--- config.mk ---
export PLATFORM = sky130hd
export DESIGN_NAME = ex_stage
export DESIGN_NICKNAME = d
export VERILOG_FILES = /design/src/verilog/exe_pkg.sv /design/src/verilog/ex.sv /design/src/verilog/ex_arith.sv /design/src/verilog/ex_mem.sv /design/src/verilog/ex_mult.sv /design/src/verilog/ex_stage.sv
export SDC_FILE = /design/constraint.sdc
export NUM_CORES = 2
export LEC_CHECK = 0
export BUFFER_PORTS_ARGS = -buffer_cell sky130_fd_sc_hd__buf_4
export CAP_MARGIN = 20
export CORE_MARGIN = 2
export CORE_UTILIZATION = 50
export DETAILED_ROUTE_END_ITERATION = 7
export HOLD_SLACK_MARGIN = 0.08
export PLACE_DENSITY = 0.77
export SLEW_MARGIN = 20
export SYNTH_ARGS = -nofsm -noshare
export SYNTH_HDL_FRONTEND = slang
export SYNTH_HIERARCHICAL = 1
export SYNTH_SLANG_ARGS = --single-unit
export TNS_END_PERCENT = 20
--- constraint.sdc ---
create_clock -name clk -period 23.9 [get_ports clk]
set_input_delay 2.39 -clock clk [delete_from_list [all_inputs] [get_ports clk]]
set_output_delay 2.39 -clock clk [all_outputs]
set_load 0.02 [all_outputs]
--- src/verilog/exe_pkg.sv ---
package exe_pkg;

    localparam int WORD_W     = 32;
    localparam int DWORD_W    = 2 * WORD_W;
    localparam int REG_ADDR_W = 5;
    localparam int SHAMT_W    = 5;
    localparam int ALU_OP_W   = 8;
    localparam int ALU_SEL_W  = 3;

    typedef logic [WORD_W-1:0]     word_t;
    typedef logic [DWORD_W-1:0]    dword_t;
    typedef logic [REG_ADDR_W-1:0] reg_addr_t;
    typedef logic [SHAMT_W-1:0]    shamt_t;

    // **********************************************************
    // Operation codes.
    // **********************************************************
    typedef enum logic [ALU_OP_W-1:0] {
        OP_NOP    = 8'b0000_0000,
        OP_AND    = 8'b0010_0100,
        OP_OR     = 8'b0010_0101,
        OP_XOR    = 8'b0010_0110,
        OP_NOR    = 8'b0010_0111,
        OP_ANDI   = 8'b0101_1001,
        OP_ORI    = 8'b0101_1010,
        OP_XORI   = 8'b0101_1011,
        OP_SLL    = 8'b0111_1100,
        OP_SLLV   = 8'b0000_0100,
        OP_SRL    = 8'b0000_0010,
        OP_SRLV   = 8'b0000_0110,
        OP_SRA    = 8'b0000_0011,
        OP_SRAV   = 8'b0000_0111,
        OP_MOVZ   = 8'b0000_1010,
        OP_MOVN   = 8'b0000_1011,
        OP_MFHI   = 8'b0001_0000,
        OP_MTHI   = 8'b0001_0001,
        OP_MFLO   = 8'b0001_0010,
        OP_MTLO   = 8'b0001_0011,
        OP_SLT    = 8'b0010_1010,
        OP_SLTU   = 8'b0010_1011,
        OP_SLTI   = 8'b0101_0111,
        OP_SLTIU  = 8'b0101_1000,
        OP_ADD    = 8'b0010_0000,
        OP_ADDU   = 8'b0010_0001,
        OP_SUB    = 8'b0010_0010,
        OP_SUBU   = 8'b0010_0011,
        OP_ADDI   = 8'b0101_0101,
        OP_ADDIU  = 8'b0101_0110,
        OP_CLZ    = 8'b1011_0000,
        OP_CLO    = 8'b1011_0001,
        OP_MULT   = 8'b0001_1000,
        OP_MULTU  = 8'b0001_1001,
        OP_MUL    = 8'b1010_1001,
        OP_JAL    = 8'b0101_0000,
        OP_JALR   = 8'b0000_1001,
        OP_BLTZAL = 8'b0100_1010,
        OP_BGEZAL = 8'b0100_1011
    } alu_op_e;

    typedef enum logic [ALU_SEL_W-1:0] {
        SEL_NOP         = 3'b000,
        SEL_LOGIC       = 3'b001,
        SEL_SHIFT       = 3'b010,
        SEL_MOVE        = 3'b011,
        SEL_ARITHMETIC  = 3'b100,
        SEL_MUL         = 3'b101,
        SEL_JUMP_BRANCH = 3'b110
    } alu_sel_e;

    // **********************************************************
    // Stage payloads.
    // **********************************************************
    typedef struct packed {
        alu_op_e   aluop;
        alu_sel_e  alusel;
        word_t     reg1;
        word_t     reg2;
        reg_addr_t wd;
        logic      wreg;
        word_t     link_addr;
    } ex_req_t;

    typedef struct packed {
        reg_addr_t wd;
        logic      wreg;
        word_t     wdata;
    } wb_req_t;

    typedef struct packed {
        word_t hi;
        word_t lo;
    } hilo_t;

    typedef struct packed {
        logic  we;
        word_t hi;
        word_t lo;
    } hilo_wr_t;

endpackage
--- src/verilog/ex.sv ---
module ex (
    input  exe_pkg::ex_req_t  req_i,
    input  exe_pkg::hilo_t    hilo_fwd_i,
    output exe_pkg::wb_req_t  wb_o,
    output exe_pkg::hilo_wr_t hilo_wr_o
);

    exe_pkg::word_t  logic_res;
    exe_pkg::word_t  shift_res;
    exe_pkg::word_t  move_res;
    exe_pkg::word_t  arith_res;
    exe_pkg::dword_t product;
    exe_pkg::shamt_t shamt;
    logic            arith_ovf;

    ex_arith u_arith (
        .aluop_i  (req_i.aluop),
        .reg1_i   (req_i.reg1),
        .reg2_i   (req_i.reg2),
        .result_o (arith_res),
        .ovf_o    (arith_ovf)
    );

    ex_mult u_mult (
        .aluop_i   (req_i.aluop),
        .reg1_i    (req_i.reg1),
        .reg2_i    (req_i.reg2),
        .product_o (product)
    );

    // **********************************************************
    // Logic, shift and move results.
    // **********************************************************
    always_comb begin
        case (req_i.aluop)
            exe_pkg::OP_OR,  exe_pkg::OP_ORI:  logic_res = req_i.reg1 | req_i.reg2;
            exe_pkg::OP_AND, exe_pkg::OP_ANDI: logic_res = req_i.reg1 & req_i.reg2;
            exe_pkg::OP_XOR, exe_pkg::OP_XORI: logic_res = req_i.reg1 ^ req_i.reg2;
            exe_pkg::OP_NOR:                   logic_res = ~(req_i.reg1 | req_i.reg2);
            default:                           logic_res = '0;
        endcase
    end

    assign shamt = req_i.reg1[exe_pkg::SHAMT_W-1:0];  // Amount from reg1, data in reg2.

    always_comb begin
        case (req_i.aluop)
            exe_pkg::OP_SLL, exe_pkg::OP_SLLV: shift_res = req_i.reg2 << shamt;
            exe_pkg::OP_SRL, exe_pkg::OP_SRLV: shift_res = req_i.reg2 >> shamt;
            exe_pkg::OP_SRA, exe_pkg::OP_SRAV: begin
                shift_res = exe_pkg::word_t'($signed(req_i.reg2) >>> shamt);
            end
            default: shift_res = '0;
        endcase
    end

    always_comb begin
        case (req_i.aluop)
            exe_pkg::OP_MFHI:                  move_res = hilo_fwd_i.hi;
            exe_pkg::OP_MFLO:                  move_res = hilo_fwd_i.lo;
            exe_pkg::OP_MOVN, exe_pkg::OP_MOVZ: move_res = req_i.reg1;
            default:                           move_res = '0;
        endcase
    end

    // **********************************************************
    // Write-back select.
    // **********************************************************
    always_comb begin
        wb_o.wd   = req_i.wd;
        wb_o.wreg = req_i.wreg & ~arith_ovf;   // Overflow cancels the write.
        case (req_i.alusel)
            exe_pkg::SEL_LOGIC:       wb_o.wdata = logic_res;
            exe_pkg::SEL_SHIFT:       wb_o.wdata = shift_res;
            exe_pkg::SEL_MOVE:        wb_o.wdata = move_res;
            exe_pkg::SEL_ARITHMETIC:  wb_o.wdata = arith_res;
            exe_pkg::SEL_MUL:         wb_o.wdata = product[exe_pkg::WORD_W-1:0];
            exe_pkg::SEL_JUMP_BRANCH: wb_o.wdata = req_i.link_addr;
            default:                  wb_o.wdata = '0;
        endcase
    end

    // HI/LO write request.
    always_comb begin
        hilo_wr_o = '0;
        case (req_i.aluop)
            exe_pkg::OP_MULT, exe_pkg::OP_MULTU: begin
                hilo_wr_o.we = 1'b1;
                hilo_wr_o.hi = product[exe_pkg::DWORD_W-1:exe_pkg::WORD_W];
                hilo_wr_o.lo = product[exe_pkg::WORD_W-1:0];
            end
            exe_pkg::OP_MTHI: begin
                hilo_wr_o.we = 1'b1;
                hilo_wr_o.hi = req_i.reg1;
                hilo_wr_o.lo = hilo_fwd_i.lo;   // Keep the other half.
            end
            exe_pkg::OP_MTLO: begin
                hilo_wr_o.we = 1'b1;
                hilo_wr_o.hi = hilo_fwd_i.hi;
                hilo_wr_o.lo = req_i.reg1;
            end
            default: ;
        endcase
    end

endmodule

--- src/verilog/ex_arith.sv ---
module ex_arith (
    input  exe_pkg::alu_op_e aluop_i,
    input  exe_pkg::word_t   reg1_i,
    input  exe_pkg::word_t   reg2_i,
    output exe_pkg::word_t   result_o,
    output logic             ovf_o
);

    // Leading zeros, scanned from the MSB down.
    function automatic exe_pkg::word_t lead_zeros(input exe_pkg::word_t w);
        exe_pkg::word_t cnt;
        logic           found;
        cnt   = '0;
        found = 1'b0;
        for (int i = exe_pkg::WORD_W - 1; i >= 0; i--) begin
            if (w[i]) begin
                found = 1'b1;
            end else if (!found) begin
                cnt = cnt + 1'b1;
            end
        end
        return cnt;
    endfunction

    logic           is_sub;
    logic           raw_ovf;
    logic           signed_lt;
    logic           unsigned_lt;
    exe_pkg::word_t operand2;
    exe_pkg::word_t sum;

    always_comb begin
        case (aluop_i)
            exe_pkg::OP_SUB, exe_pkg::OP_SUBU,
            exe_pkg::OP_SLT, exe_pkg::OP_SLTI: is_sub = 1'b1;
            default:                           is_sub = 1'b0;
        endcase
    end

    // Subtract as reg1 + ~reg2 + 1.
    assign operand2 = is_sub ? ~reg2_i : reg2_i;
    assign sum      = reg1_i + operand2 + exe_pkg::word_t'(is_sub);

    // Same sign in, other sign out.
    assign raw_ovf = (reg1_i[exe_pkg::WORD_W-1] == operand2[exe_pkg::WORD_W-1]) &&
                     (sum[exe_pkg::WORD_W-1] != reg1_i[exe_pkg::WORD_W-1]);

    assign signed_lt   = sum[exe_pkg::WORD_W-1] ^ raw_ovf;  // Sign of the true difference.
    assign unsigned_lt = reg1_i < reg2_i;

    always_comb begin
        case (aluop_i)
            exe_pkg::OP_ADD, exe_pkg::OP_ADDI, exe_pkg::OP_SUB: ovf_o = raw_ovf;
            default:                                            ovf_o = 1'b0;
        endcase
    end

    always_comb begin
        case (aluop_i)
            exe_pkg::OP_ADD, exe_pkg::OP_ADDU, exe_pkg::OP_ADDI, exe_pkg::OP_ADDIU,
            exe_pkg::OP_SUB, exe_pkg::OP_SUBU: begin
                result_o = sum;
            end
            exe_pkg::OP_SLT, exe_pkg::OP_SLTI: begin
                result_o = exe_pkg::word_t'(signed_lt);
            end
            exe_pkg::OP_SLTU, exe_pkg::OP_SLTIU: begin
                result_o = exe_pkg::word_t'(unsigned_lt);
            end
            exe_pkg::OP_CLZ: result_o = lead_zeros(reg1_i);
            exe_pkg::OP_CLO: result_o = lead_zeros(~reg1_i);   // Ones become zeros.
            default:         result_o = '0;
        endcase
    end

endmodule

--- src/verilog/ex_mem.sv ---
module ex_mem (
    input  logic              clk,
    input  logic              rst_i,
    input  exe_pkg::wb_req_t  wb_i,
    input  exe_pkg::hilo_wr_t hilo_wr_i,
    output exe_pkg::wb_req_t  wb_o,
    output exe_pkg::hilo_t    hilo_o,
    output exe_pkg::hilo_t    hilo_fwd_o
);

    exe_pkg::wb_req_t  wb_q;
    exe_pkg::hilo_wr_t hilo_wr_q;
    exe_pkg::hilo_t    hilo_q;

    // **********************************************************
    // Execute to memory register.
    // **********************************************************
    always_ff @(posedge clk) begin
        if (rst_i) begin
            wb_q      <= '0;
            hilo_wr_q <= '0;
        end else begin
            wb_q      <= wb_i;
            hilo_wr_q <= hilo_wr_i;
        end
    end

    // Architectural HI/LO, one edge behind its request.
    always_ff @(posedge clk) begin
        if (rst_i) begin
            hilo_q <= '0;
        end else if (hilo_wr_q.we) begin
            hilo_q.hi <= hilo_wr_q.hi;
            hilo_q.lo <= hilo_wr_q.lo;
        end
    end

    // A pending write wins over the stored pair.
    always_comb begin
        if (hilo_wr_q.we) begin
            hilo_fwd_o.hi = hilo_wr_q.hi;
            hilo_fwd_o.lo = hilo_wr_q.lo;
        end else begin
            hilo_fwd_o = hilo_q;
        end
    end

    assign wb_o   = wb_q;
    assign hilo_o = hilo_q;

endmodule

--- src/verilog/ex_mult.sv ---
module ex_mult (
    input  exe_pkg::alu_op_e aluop_i,
    input  exe_pkg::word_t   reg1_i,
    input  exe_pkg::word_t   reg2_i,
    output exe_pkg::dword_t  product_o
);

    logic            is_signed;
    logic            neg_result;
    exe_pkg::word_t  mag1;
    exe_pkg::word_t  mag2;
    exe_pkg::dword_t mag_product;

    assign is_signed = (aluop_i == exe_pkg::OP_MUL) || (aluop_i == exe_pkg::OP_MULT);

    // Magnitudes of signed operands.
    assign mag1 = (is_signed && reg1_i[exe_pkg::WORD_W-1]) ? (~reg1_i + 1'b1) : reg1_i;
    assign mag2 = (is_signed && reg2_i[exe_pkg::WORD_W-1]) ? (~reg2_i + 1'b1) : reg2_i;

    assign mag_product = exe_pkg::dword_t'(mag1) * exe_pkg::dword_t'(mag2);

    // Opposite signs give a negative product.
    assign neg_result = is_signed &&
                        (reg1_i[exe_pkg::WORD_W-1] ^ reg2_i[exe_pkg::WORD_W-1]);

    assign product_o = neg_result ? (~mag_product + 1'b1) : mag_product;

endmodule

--- src/verilog/ex_stage.sv ---
module ex_stage (
    input  logic             clk,
    input  logic             rst_i,
    input  exe_pkg::ex_req_t ex_req_i,
    output exe_pkg::wb_req_t wb_o,
    output exe_pkg::hilo_t   hilo_o
);

    exe_pkg::wb_req_t  ex_wb;
    exe_pkg::hilo_wr_t ex_hilo_wr;
    exe_pkg::hilo_t    hilo_fwd;

    // Combinational execute.
    ex u_ex (
        .req_i      (ex_req_i),
        .hilo_fwd_i (hilo_fwd),
        .wb_o       (ex_wb),
        .hilo_wr_o  (ex_hilo_wr)
    );

    // Pipeline register and HI/LO.
    ex_mem u_ex_mem (
        .clk        (clk),
        .rst_i      (rst_i),
        .wb_i       (ex_wb),
        .hilo_wr_i  (ex_hilo_wr),
        .wb_o       (wb_o),
        .hilo_o     (hilo_o),
        .hilo_fwd_o (hilo_fwd)
    );

endmodule

# == After elaboration in Yosys (flattened, before gate mapping) ==
# Cells that the tools add are included.
# op_classes
n_addsub,67
multipliers,1
magnitude_cmp,1
n_eq_ne,42
shifts,3
muxes,325
bitwise,11
reduce_logical,18
# ops
op,count
$mux W32,189
$add A32 B1 Y32 const B,64
$pmux W65 S3,1
$pmux W32 S3,2
$pmux W32 S6,1
$pmux W32 S5,1
$mux W1,128
$mux W64,2
$pmux W32 S4,1
$not A32 Y32,3
$eq A8 B6 Y1 const B,10
$add A64 B1 Y64 const B,1
$eq A8 B7 Y1 const B,8
$mul A32 B32 Y64,1
$not A64 Y64,1
$eq A8 B5 Y1 const B,6
$add A32 B1 Y32,1
$add A32 B32 Y32,1
$and A32 B32 Y32,1
$lt A32 B32 Y1,1
$or A32 B32 Y32,1
$shl A32 B5 Y32,1
$shr A32 B5 Y32,1
$sshr A32 B5 Y32,1
19 further kinds,41
# word_totals
ff_bits,167
in_bits,115
output_inout_bits,102
elab_cells,476

# == Logic depth before layout (Yosys ltp) ==
# logic_depth
ltp_word,128
mapped_depth,113

# == Cells and area by module ==
# The synthesis kept the hierarchy.
# by_module_without_submodules
module,n_inst,cells_each,area_each_um2,seq_area_each_um2
ex_mult,1,4424,36337.4,0.0
ex_arith,1,1760,12299.3,0.0
ex,1,1377,9665.5,0.0
ex_mem,1,423,5491.5,3343.2

# == Worst setup path before layout ==
# Ideal clock, no wire load.
# synth_path
path_type,input to register
startpoint,input ex_req_i[100] (netlist name)
endpoint,register u_ex_mem.wb_q (netlist bit u_ex_mem/wb_o[8])
arrival_time_ns,20.981
t_required_ns,23.782
setup_slack_ns,2.802
cell_stages,113
n_path_buf,1
path_cell_list,buf_4 -> nor2b_1 -> ha_1 -> mux2i_1 -> inv_1 -> ha_1 -> nand2b_1 -> a21boi_2 -> ha_1 -> nand2_1 -> nand2_1 -> ha_1 -> and2b_1 -> nor2_1 -> a21o_1 -> inv_1 -> ha_1 -> mux2i_1 -> [... 77 more ...] -> ha_1 -> mux2i_1 -> o21ai_0 -> ha_1 -> nand2_1 -> nand2b_1 -> a32oi_1 -> nor2_1 -> o21ai_0 -> nor2_1 -> nand3b_1 -> xnor2_1 -> o221ai_1 -> mux2i_1 -> o21ai_0 -> a22oi_1 -> o221ai_1 -> nor2b_1
# synth_lines
item,line_no,text
"start, declared",ex_stage.sv:4,"input exe_pkg::ex_req_t ex_req_i,"
"end signal, assigned",ex_mem.sv:23,wb_q <= wb_i;
"end, declared",ex_mem.sv:11,exe_pkg::wb_req_t wb_q;

==> flow_metrics.py <==
metrics = {
    "floorplanning": {
        "initial_core_util_pct": 50.2,
        "die_area_sq_mm": 0.130,
        "dieWidth_microns": 361,
        "io_pins": 217,
        "placementRows": 131,
        "die_h_microns": 361,
        "core-area_sq_mm": 0.127,
    },
    "synth": {
        "netlist_area_sq_mm": 0.0638,
        "synth_fp_nets": 9449,
        "async_flop_share_pct": 0,
        "synth_edf_count": 0,
        "netlist_instances": 7984,
        "synth-seq-cells": 167,
        "yosysWarnings": 6,
        "synthFlopType": "dfxtp_1",
        "synth_seq_area_share_pct": 5.24,
        "ys_types": 140,
        "syn_avg_cell_area_sq_um": 7.99,
    },
    "worst_setup_path": {
        "worst_setup_path_end_kind": "flip-flop",
        "r2r_cells": 7,
        "cp_common_cell": "ha_1",
        "critPathLaunchType": "input pin",
        "slowest_stage": "maj3_1",
        "r2r_setup_slack_ps": 19820,
        "max_stage_delay_ps": 420,
        "path_class": "in -> reg",
        "cp_max_fo": 13,
        "required_ps": 24210,
        "arrival_ps": 23020,
    },
    "placed_design": {
        "place_hpwl_microns": 195000,
        "place_ws_ps": 1050,
        "io_buffers": 216,
        "placed_cells": 9590,
        "gp_congestion": 1.05,
    },
    "timing": {
        "finalSetupTns_ps": 0,
        "slew_headroom_pct": 19.0,
        "rsz0062_at_grt": "false",
        "fin_skew_ps": 21.7,
        "hold_violations": 0,
        "worst_slack_ps": 1190,
        "tightest_slew_ps": 1210,
        "period_minus_slack_ps": 22710,
        "drv_slew": 0,
        "final.period_utilization_pct": 95.0,
        "max_clock_freq_mhz": 44.0,
        "setup_violations": 0,
    },
    "clock_network": {
        "cts_max_path_buffers": 2,
        "numCtsBuffers": 17,
        "cts_htree_levels": 4,
        "cts_hold_repair.buffers": 0,
        "worstSkewPairLatency_ps": 480,
        "tritoncts": "yes",
        "ctsResizeCount": 0,
        "cts_root_buffer": "clkbuf_16",
        "clock-sinks": 167,
        "clk_pin_slew_ps": 80,
        "cts_setup_buffers": 0,
    },
    "cells_and_area": {
        "layout.nets": 9412,
        "final_cells": 9633,
        "n_fill_cell": 11700,
        "synthToLayoutAreaGrowth_pct": 6.87,
        "layout-drive-gt1-share_pct": 9.76,
    },
    "outcome": {
        "status": "finished, final reports clean",
    },
    "detailed_routing": {
        "drc": 0,
        "drt_wl_total_microns": 252000,
        "via_per_inst": 6.36,
        "vias": 61300,
        "firstDrtPassIters": 7,
        "ant_nets": 0,
        "wl_per_cell_microns": 26.2,
        "dr.first_iter.drc_count": 7559,
    },
    "grt": {
        "grt_pass1_wl_microns": 379000,
        "antenna_found_initial": 12,
        "grt_use_total_pct": 38.2,
        "grt_overflow": 0,
        "grt_pass1_vias": 61000,
        "grt_max_degree": 98,
    },
    "job": {
        "max_cap_violations": 0,
    },
    "hold_path": {
        "whs_path_depth": 2,
        "hp-class": "reg -> reg",
    },
}
## per-stage QoR
stage	hold slack, ps	area [sq um]	utilization, %
final	603	68200	53.7
after global routing	619	68200	53.7
after CTS	598	68100	53.6
after detailed placement	586	67400	53.1
after global placement	573	67400	53.1
after floorplan	561	63800	-
## kinds of logic (layout without fill, tap and decap cells)
| family | count (synthesis) | count (layout) | share of synthesized area, % |
|---|---|---|---|
| fa+ha+maj | 1356 | 1356 | 37.1 |
| flops | 167 | 167 | 5.24 |
| xor+xnor | 460 | 460 | 7.05 |
| buf+inv | 1584 | 1560 | 9.77 |
| other cells | 0 | 11 | 0 |
| mux | 382 | 382 | 7.33 |
| compound gates | 1258 | 1258 | 13.2 |
| simple gates | 2777 | 2777 | 20.3 |
## state kept, by name (all words and copies together) (netlist names)
| register | flops |
|---|---|
| u_ex_mem/hilo_o | 64 |
| u_ex_mem/hilo_wr_q | 65 |
| u_ex_mem/wb_o | 38 |
## critical path: cells and delay by family
| kind | cells | cell delay [ps] |
|---|---|---|
| fa+ha+maj | 29 | 9140 |
| mux | 13 | 2680 |
| buf+inv | 8 | 1070 |
| xor+xnor | 3 | 540 |
| simple gates | 24 | 2220 |
| compound gates | 28 | 4990 |
## cells in the mapped netlist, types with 41 or more instances
| cell | n | area [sq um] |
|---|---|---|
| nand2_1 | 952 | 3570 |
| nor2b_1 | 203 | 1270 |
| fa_1 | 898 | 18000 |
| dfxtp_1 | 167 | 3340 |
| o22ai_1 | 57 | 357 |
| nand3_1 | 122 | 611 |
| o31ai_1 | 47 | 353 |
| a21o_1 | 51 | 383 |
| o21a_1 | 47 | 353 |
| clkbuf_1 | 337 | 1260 |
| nor4_1 | 41 | 257 |
| inv_1 | 1137 | 4270 |
| nand2b_1 | 55 | 344 |
| ha_1 | 452 | 5660 |
| a211oi_1 | 45 | 338 |
| nand4_1 | 53 | 332 |
| a31oi_1 | 44 | 275 |
| or3_1 | 44 | 275 |
| nor2_1 | 874 | 3280 |
| mux2i_1 | 242 | 2420 |
| nor3_1 | 146 | 731 |
| and2_1 | 53 | 332 |
| xor2_1 | 147 | 1290 |
| mux2_4 | 60 | 901 |
| and3_1 | 54 | 338 |
| buf_2 | 48 | 240 |
| o21ai_0 | 347 | 1740 |
| xnor2_1 | 276 | 2420 |
| a21oi_1 | 231 | 1160 |
## cells in the final DEF, fill, tap and decap left out, drive strengths merged, types with 167 or more instances in the layout
cell and n:
xnor2 287, dfxtp 167, a21oi 233, o21ai 378, inv 1147, mux2i 242
nand2 955, ha 452, buf 388, nor2b 203, fa 898, nor2 879
## layer usage
metal  track usage, %  share of wire [%]  vias to the layer above
li1                 -                  -                    26100
met1             49.1                 37                    30100
met2             56.8                 43                     4183
met3             12.3                 14                      889
met4             21.4                6.7                        6
met5                0              0.013                        -
## area by class of cell
type                       instances  area [sq um]  share of cell area, %
multi-input combinational       6233         54900                   80.5
inverter                        1139          4280                   6.27
sequential                       167          3350                   4.91
timing repair buffer             389          2930                   4.29
tap                             1662          2080                   3.05
clock buffer                      17           425                  0.624
clock inverter                    15           243                  0.356
antenna                           11          27.5                 0.0404
## final timing paths
kind / start / endpoint
worst min-delay path: u_ex_mem/hilo_wr_q[29] / u_ex_mem/hilo_o[29]
worst max-delay path: ex_req_i[101] / u_ex_mem/wb_o[6]
worst min register to register: u_ex_mem/hilo_wr_q[29] / u_ex_mem/hilo_o[29]
worst max register to register: u_ex_mem/hilo_wr_q[64] / u_ex_mem/wb_o[27]
Power is left out: the tool's default activity adds up to more than one toggle a clock period on the data nets, which glitch-free logic cannot reach.
